File: config.mk
export PLATFORM = sky130hd
export DESIGN_NAME = wb_fabric_ctrl_flat
export DESIGN_NICKNAME = d
export VERILOG_FILES = /design/src/wb_slave_if.sv /design/src/wb_fabric_ctrl.sv /design/src/flat_wrapper.sv
export VERILOG_INCLUDE_DIRS = /design/src
export SDC_FILE = /design/constraint.sdc
export NUM_CORES = 1
export LEC_CHECK = 0
export BUFFER_PORTS_ARGS = -buffer_cell sky130_fd_sc_hd__buf_2
export CAP_MARGIN = 20
export CORE_AREA = 2 2 164 166
export CTS_BUF_LIST = sky130_fd_sc_hd__clkbuf_16
export DETAILED_ROUTE_END_ITERATION = 10
export DIE_AREA = 0 0 166 168
export PLACE_DENSITY = 0.38
export SLEW_MARGIN = 10
export SYNTH_ARGS = -nofsm -noshare
export SYNTH_HDL_FRONTEND = slang
export SYNTH_SLANG_ARGS = --single-unit
export TNS_END_PERCENT = 5
File: constraint.sdc
create_clock -name clk_gen -period 1.77 [get_ports clk_gen]
set_input_delay 0.0885 -clock clk_gen [delete_from_list [all_inputs] [get_ports clk_gen]]
set_output_delay 0.0885 -clock clk_gen [all_outputs]
set_load 0.03 [all_outputs]
File: src/wb_sim_defs.svh
`ifndef WB_SIM_DEFS_SVH
`define WB_SIM_DEFS_SVH

// ----------------------------------------------------------------------
// bus widths
// ----------------------------------------------------------------------
`define WB_ADDR_W      32              // byte address width
`define WB_DATA_W      32              // data word width
`define WB_SEL_W       4               // one select bit per data byte

// ----------------------------------------------------------------------
// address map
// ----------------------------------------------------------------------
// data region, plain word memory
`define DMEM_BASE      32'h8000_0000   // first byte of data region
`define DMEM_SIZE      8192            // region size in bytes
`define DMEM_LATENCY   8               // extra read/ack delay in cycles

// small IO region, much slower than the data region
`define IOMEM_BASE     32'hF000_0000   // first byte of IO region
`define IOMEM_SIZE     32              // region size in bytes
`define IOMEM_LATENCY  128             // extra read/ack delay in cycles

// interrupt trigger register, decoded as a single word
`define IRQ_TRIG_ADDR  32'hFF00_0000   // only full-word writes land here

// ----------------------------------------------------------------------
// bus timeout
// ----------------------------------------------------------------------
`define WB_TIMEOUT     256             // cycles without ack before err pulse

`endif

File: src/wb_slave_if.sv
`timescale 1ns/1ps
`default_nettype none

`include "wb_sim_defs.svh"

// one fabric to target link, classic wishbone
interface wb_slave_if;

    logic [`WB_ADDR_W-1:0] adr;    // byte address, broadcast
    logic [`WB_DATA_W-1:0] dat_w;  // write data, broadcast
    logic [`WB_DATA_W-1:0] dat_r;  // read data, zero unless ack
    logic                  we;     // write enable
    logic [`WB_SEL_W-1:0]  sel;    // byte selects
    logic                  stb;    // strobe, only on the addressed target
    logic                  cyc;    // valid cycle, broadcast
    logic                  ack;    // transfer acknowledge

    // fabric side drives the request
    modport fabric (
        output adr,
        output dat_w,
        output we,
        output sel,
        output stb,
        output cyc,
        input  dat_r,
        input  ack
    );

    // target side answers
    modport target (
        input  adr,
        input  dat_w,
        input  we,
        input  sel,
        input  stb,
        input  cyc,
        output dat_r,
        output ack
    );

endinterface : wb_slave_if

`default_nettype wire

File: src/wb_fabric_ctrl.sv
`timescale 1ns/1ps
`default_nettype none

`include "wb_sim_defs.svh"

module wb_fabric_ctrl (
    input  logic                  clk_gen,
    input  logic                  rst_gen,    // async, active low
    input  logic [`WB_ADDR_W-1:0] wb_adr_i,
    input  logic [`WB_DATA_W-1:0] wb_dat_i,
    output logic [`WB_DATA_W-1:0] wb_dat_o,
    input  logic                  wb_we_i,
    input  logic [`WB_SEL_W-1:0]  wb_sel_i,
    input  logic                  wb_stb_i,
    input  logic                  wb_cyc_i,
    output logic                  wb_ack_o,
    output logic                  wb_err_o,
    wb_slave_if.fabric            bus_dmem,
    wb_slave_if.fabric            bus_io,
    wb_slave_if.fabric            bus_irq
);

    localparam logic [`WB_ADDR_W-1:0] DMEM_LO  = `DMEM_BASE;
    localparam logic [`WB_ADDR_W-1:0] DMEM_HI  = `WB_ADDR_W'(`DMEM_BASE + `DMEM_SIZE);
    localparam logic [`WB_ADDR_W-1:0] IOMEM_LO = `IOMEM_BASE;
    localparam logic [`WB_ADDR_W-1:0] IOMEM_HI = `WB_ADDR_W'(`IOMEM_BASE + `IOMEM_SIZE);
    localparam int                    TMO      = `WB_TIMEOUT;
    localparam int                    CNT_W    = $clog2(TMO + 1);

    logic             hit_dmem;   // address inside data region
    logic             hit_io;     // address inside IO region
    logic             hit_irq;    // exact trigger word
    logic             pending;    // request open and not answered yet
    logic [CNT_W-1:0] tmo_cnt;    // cycles spent waiting
    logic             err_q;

    // ----------------------------------------------------------------------
    // address decode
    // ----------------------------------------------------------------------
    assign hit_dmem = (wb_adr_i >= DMEM_LO) && (wb_adr_i < DMEM_HI);
    assign hit_io   = (wb_adr_i >= IOMEM_LO) && (wb_adr_i < IOMEM_HI);
    assign hit_irq  = (wb_adr_i == `IRQ_TRIG_ADDR);

    // ----------------------------------------------------------------------
    // request broadcast with the strobe only to the hit target
    // ----------------------------------------------------------------------
    assign bus_dmem.adr   = wb_adr_i;
    assign bus_dmem.dat_w = wb_dat_i;
    assign bus_dmem.we    = wb_we_i;
    assign bus_dmem.sel   = wb_sel_i;
    assign bus_dmem.cyc   = wb_cyc_i;
    assign bus_dmem.stb   = wb_stb_i & hit_dmem;

    assign bus_io.adr     = wb_adr_i;
    assign bus_io.dat_w   = wb_dat_i;
    assign bus_io.we      = wb_we_i;
    assign bus_io.sel     = wb_sel_i;
    assign bus_io.cyc     = wb_cyc_i;
    assign bus_io.stb     = wb_stb_i & hit_io;

    assign bus_irq.adr    = wb_adr_i;
    assign bus_irq.dat_w  = wb_dat_i;
    assign bus_irq.we     = wb_we_i;
    assign bus_irq.sel    = wb_sel_i;
    assign bus_irq.cyc    = wb_cyc_i;
    assign bus_irq.stb    = wb_stb_i & hit_irq;

    // targets keep dat_r at zero without ack, so a plain OR merges them
    assign wb_dat_o = bus_dmem.dat_r | bus_io.dat_r | bus_irq.dat_r;
    assign wb_ack_o = bus_dmem.ack | bus_io.ack | bus_irq.ack;

    // ----------------------------------------------------------------------
    // bus timeout
    // ----------------------------------------------------------------------
    assign pending = wb_cyc_i & wb_stb_i & ~wb_ack_o;

    always_ff @(posedge clk_gen or negedge rst_gen) begin
        if (!rst_gen) begin
            tmo_cnt <= '0;
            err_q   <= 1'b0;
        end else begin
            err_q <= 1'b0;                          // single cycle pulse
            if (!pending) begin
                tmo_cnt <= '0;                      // answered or idle
            end else if (tmo_cnt == CNT_W'(TMO - 1)) begin
                tmo_cnt <= '0;
                err_q   <= 1'b1;                    // seen TMO edges after start
            end else begin
                tmo_cnt <= tmo_cnt + 1'b1;
            end
        end
    end

    assign wb_err_o = err_q;

    // the address map must keep the three regions apart
    a_one_target: assert property (@(posedge clk_gen) disable iff (!rst_gen)
        $onehot0({bus_dmem.stb, bus_io.stb, bus_irq.stb}));

    // target latencies must stay below the timeout
    a_ack_err_excl: assert property (@(posedge clk_gen) disable iff (!rst_gen)
        !(wb_ack_o && wb_err_o));

endmodule : wb_fabric_ctrl

`default_nettype wire

File: src/flat_wrapper.sv
// flat-port wrapper written by rule: the top's interface ports become plain ports
module wb_fabric_ctrl_flat 
  (clk_gen, rst_gen, wb_adr_i, wb_dat_i, wb_dat_o, wb_we_i, wb_sel_i, wb_stb_i, wb_cyc_i, wb_ack_o, wb_err_o, bus_dmem_adr, bus_dmem_dat_w, bus_dmem_we, bus_dmem_sel, bus_dmem_stb, bus_dmem_cyc, bus_dmem_dat_r, bus_dmem_ack, bus_io_adr, bus_io_dat_w, bus_io_we, bus_io_sel, bus_io_stb, bus_io_cyc, bus_io_dat_r, bus_io_ack, bus_irq_adr, bus_irq_dat_w, bus_irq_we, bus_irq_sel, bus_irq_stb, bus_irq_cyc, bus_irq_dat_r, bus_irq_ack);
  wb_slave_if bus_dmem_i ();
  wb_slave_if bus_io_i ();
  wb_slave_if bus_irq_i ();
  input  logic clk_gen;
  input  logic rst_gen;
  input  logic [`WB_ADDR_W-1:0] wb_adr_i;
  input  logic [`WB_DATA_W-1:0] wb_dat_i;
  output logic [`WB_DATA_W-1:0] wb_dat_o;
  input  logic wb_we_i;
  input  logic [`WB_SEL_W-1:0] wb_sel_i;
  input  logic wb_stb_i;
  input  logic wb_cyc_i;
  output logic wb_ack_o;
  output logic wb_err_o;
  output wire logic [$bits(bus_dmem_i.adr)-1:0] bus_dmem_adr;
  output wire logic [$bits(bus_dmem_i.dat_w)-1:0] bus_dmem_dat_w;
  output wire logic [$bits(bus_dmem_i.we)-1:0] bus_dmem_we;
  output wire logic [$bits(bus_dmem_i.sel)-1:0] bus_dmem_sel;
  output wire logic [$bits(bus_dmem_i.stb)-1:0] bus_dmem_stb;
  output wire logic [$bits(bus_dmem_i.cyc)-1:0] bus_dmem_cyc;
  input wire logic [$bits(bus_dmem_i.dat_r)-1:0] bus_dmem_dat_r;
  input wire logic [$bits(bus_dmem_i.ack)-1:0] bus_dmem_ack;
  output wire logic [$bits(bus_io_i.adr)-1:0] bus_io_adr;
  output wire logic [$bits(bus_io_i.dat_w)-1:0] bus_io_dat_w;
  output wire logic [$bits(bus_io_i.we)-1:0] bus_io_we;
  output wire logic [$bits(bus_io_i.sel)-1:0] bus_io_sel;
  output wire logic [$bits(bus_io_i.stb)-1:0] bus_io_stb;
  output wire logic [$bits(bus_io_i.cyc)-1:0] bus_io_cyc;
  input wire logic [$bits(bus_io_i.dat_r)-1:0] bus_io_dat_r;
  input wire logic [$bits(bus_io_i.ack)-1:0] bus_io_ack;
  output wire logic [$bits(bus_irq_i.adr)-1:0] bus_irq_adr;
  output wire logic [$bits(bus_irq_i.dat_w)-1:0] bus_irq_dat_w;
  output wire logic [$bits(bus_irq_i.we)-1:0] bus_irq_we;
  output wire logic [$bits(bus_irq_i.sel)-1:0] bus_irq_sel;
  output wire logic [$bits(bus_irq_i.stb)-1:0] bus_irq_stb;
  output wire logic [$bits(bus_irq_i.cyc)-1:0] bus_irq_cyc;
  input wire logic [$bits(bus_irq_i.dat_r)-1:0] bus_irq_dat_r;
  input wire logic [$bits(bus_irq_i.ack)-1:0] bus_irq_ack;
  assign bus_dmem_adr = bus_dmem_i.adr;
  assign bus_dmem_dat_w = bus_dmem_i.dat_w;
  assign bus_dmem_we = bus_dmem_i.we;
  assign bus_dmem_sel = bus_dmem_i.sel;
  assign bus_dmem_stb = bus_dmem_i.stb;
  assign bus_dmem_cyc = bus_dmem_i.cyc;
  assign bus_dmem_i.dat_r = bus_dmem_dat_r;
  assign bus_dmem_i.ack = bus_dmem_ack;
  assign bus_io_adr = bus_io_i.adr;
  assign bus_io_dat_w = bus_io_i.dat_w;
  assign bus_io_we = bus_io_i.we;
  assign bus_io_sel = bus_io_i.sel;
  assign bus_io_stb = bus_io_i.stb;
  assign bus_io_cyc = bus_io_i.cyc;
  assign bus_io_i.dat_r = bus_io_dat_r;
  assign bus_io_i.ack = bus_io_ack;
  assign bus_irq_adr = bus_irq_i.adr;
  assign bus_irq_dat_w = bus_irq_i.dat_w;
  assign bus_irq_we = bus_irq_i.we;
  assign bus_irq_sel = bus_irq_i.sel;
  assign bus_irq_stb = bus_irq_i.stb;
  assign bus_irq_cyc = bus_irq_i.cyc;
  assign bus_irq_i.dat_r = bus_irq_dat_r;
  assign bus_irq_i.ack = bus_irq_ack;
  wb_fabric_ctrl u_core (.clk_gen(clk_gen), .rst_gen(rst_gen), .wb_adr_i(wb_adr_i), .wb_dat_i(wb_dat_i), .wb_dat_o(wb_dat_o), .wb_we_i(wb_we_i), .wb_sel_i(wb_sel_i), .wb_stb_i(wb_stb_i), .wb_cyc_i(wb_cyc_i), .wb_ack_o(wb_ack_o), .wb_err_o(wb_err_o), .bus_dmem(bus_dmem_i), .bus_io(bus_io_i), .bus_irq(bus_irq_i));
endmodule
==> impl_metrics.tcl <==
set metrics [dict create \
    drive_gt1_share_pct 76.50 \
    synth_fp_nets 474 \
    cp-end-kind "output port" \
    synth_top_cell_area_share_pct 66.81 \
    io_buffers 270 \
    fin_skew_ps 0.7789 \
    ys_seq_area_share_pct 10.60 \
    synth_ff_type "dfrtp_1" \
    nNetsFinal 541 \
    drtAntennaViolNets 0 \
    power_density_mw_per_mm2 484.6 \
    routabilityCongestion 0.7424 \
    grt_max_degree 11 \
    synth_top_cell_by_area "buf_4" \
    path_max_fanout 4 \
    maxCapViolCount 0 \
    hold_viol 0 \
    ys_ff_latch 10 \
    synth_async_sr_flop_share_pct 100.0 \
    routed_via_density 2.767 \
    post_synth_most_frequent_cells "buf_4 (210), or3_1 (36), dfrtp_1 (10)" \
    vias 1956 \
    cp.required_ps 1680 \
    cts_buffers 3 \
    dieWidth_um 166 \
    cp-start-kind "input pin" \
    yosysUniqueCellTypes 24 \
    first_global_vias 1620 \
    yosysMostFrequentCell "buf_4" \
    worst_slack_ps 273.5 \
    grt_first_pass_wirelength_um 9094 \
    insertion_delay_ps 230 \
    cp_slowest_cell "nor4_1" \
    arrival_ps 1410 \
    synth-edff-count 0 \
    min_from "wb_dat_i[27]" \
    final_cells 707 \
    reg2reg_slack_ps 350 \
    min_path_type "in2out" \
    groute.usage.overall_pct 4.302 \
    finalCritPeriodShare_pct 84.55 \
    drt_iter0_markers 33 \
    dieArea_mm2 0.02789 \
    drc 0 \
    synth_area_mm2 0.002360 \
    rsz0062_at_grt "false" \
    fmax_ghz 0.6682 \
    fin_setup_tns_ps 0 \
    die_h_um 168 \
    wl_per_cell_um 9.736 \
    worst_pin_slew_ps 398.8 \
    detailedPlace.worstSlack_ps 156.9 \
    reg2reg_depth 4 \
    cpMostUsedCell "buf_2" \
    place_hpwl_um 6323 \
    path_class "in2out" \
    hold_depth 0 \
    core_area_mm2 0.02635 \
    area_delta_synth_final_pct 12.46 \
    yosysWarningCount 0 \
    status "finished, final reports clean" \
    hold-worst-slack_ps 177.0 \
    cts_tree "yes" \
    max_stage_delay_ps 410 \
    reg2reg_from "u_core.tmo_cnt[0]" \
    diodes 0 \
    grt.overflow.total 0 \
    clk_root_buffer_cell "clkbuf_16" \
    dp.cells 703 \
    totalWireLength_um 6883 \
    postSynthCellCount 301 \
    final_cell_area_mm2 0.002654 \
    period_needed_ps 1496 \
    worstPathCellList "buf_2 > nor4_1 > nand3_1 > nor3_1 > buf_2" \
    max_slew_margin_pct 73.17 \
    first_pass_iters 4 \
    placed_area_mm2 0.002569 \
    cts_sinks 10 \
    cts_resized 0 \
    setup_viol 0 \
    cts_htree_levels 1 \
    boundaryPins 419 \
    r2r_end "u_core.wb_err_o" \
    synth_area_leaders "buf_4 (67%), dfrtp_1 (11%), or3_1 (9.5%), nor3_1 (1.7%), nor4_1 (1.6%)" \
    min_to "bus_dmem_dat_w[27]" \
    p_leak_nw 1.311 \
    rows 60 \
    clockBufferDepth 2 \
    start_util_pct 8.955 \
    ir_drop_uv 329.6 \
    antenna_found_initial 0 \
    final_max_slew_viol_count 0 \
    avgSynthCellArea_um2 7.840 \
]
## timing repair
action,in CTS,in global routing
buffers inserted,0,0
hold endpoints to repair,10,0
hold buffers,1,0
## critical path: cells and delay by family
family                 cells  cell delay [ps]
buffers and inverters      2              380
AND/OR/NAND/NOR            3              940
## placed cells by master (no fill, tap or decap), types with 2 or more instances in the layout
cell / synthesis / routed
a211oi_2: 2 / 2
buf_2: 0 / 270
clkbuf_16: 0 / 3
dfrtp_1: 10 / 10
inv_1: 2 / 2
nand2_1: 2 / 2
nand3_1: 4 / 4
nand3_2: 2 / 2
nand4_1: 2 / 2
nor3_1: 8 / 8
nor3b_1: 2 / 2
nor4_1: 6 / 6
o21ai_0: 3 / 3
or3_1: 36 / 36
xnor2_1: 2 / 2
## kinds of logic (layout without fill, tap and decap cells)
logic type,after synthesis,in the layout,synth area share [%]
buf+inv,212,277,67.13
flops,10,10,10.60
fa+ha+maj,1,1,0.5301
simple gates,69,69,18.72
xor+xnor,3,3,1.114
compound gates,6,6,1.908
## through the flow
| step | power (mW) | util (%) |
|---|---|---|
| floorplan | 1.213 | - |
| global placement | 0.9033 | 9.748 |
| detailed placement | 0.9002 | 9.748 |
| CTS | 1.301 | 10.07 |
| global route | 1.345 | 10.07 |
| finish | 1.286 | 10.07 |
## registers in the layout (all words and copies together) (netlist names)
register and flops:
u_core.tmo_cnt 9, u_core.wb_err_o 1
## worst max path at each step
stage	startpoint	endpoint	slack, ps	cells past startpoint
2_1_floorplan	wb_adr_i[23]	bus_dmem_stb	450	3
3_3_place_gp	wb_adr_i[5]	bus_irq_stb	120	5
3_5_place_dp	wb_adr_i[5]	bus_irq_stb	160	5
4_1_cts	wb_adr_i[5]	bus_irq_stb	150	5
5_1_grt	wb_adr_i[5]	bus_irq_stb	140	5
6_report	wb_adr_i[5]	bus_irq_stb	270	5
## metal layers
layer	wire length, µm	track usage [%]
met1	2336	4.287
met2	3333	7.054
met3	1084	3.338
met4	129	1.059
met5	0	0
## layout make-up
class | count | area [µm²]
Clock buffer | 3 | 75.07
Fill cell | 3057 | 23700
Inverter | 2 | 7.507
Multi-Input combinational cell | 79 | 525.5
Sequential cell | 10 | 250.2
Tap cell | 341 | 426.7
Timing Repair Buffer | 272 | 1369
## power by group
| group | leakage (nW) | switching (mW) | internal (mW) |
|---|---|---|---|
| logic | 1.13 | 0.442 | 0.221 |
| registers | 0.140 | 0.000456 | 0.230 |
| clock network | 0.0370 | 0.0992 | 0.292 |
| total | 1.31 | 0.542 | 0.744 |
(Power assumes the default switching activity.)
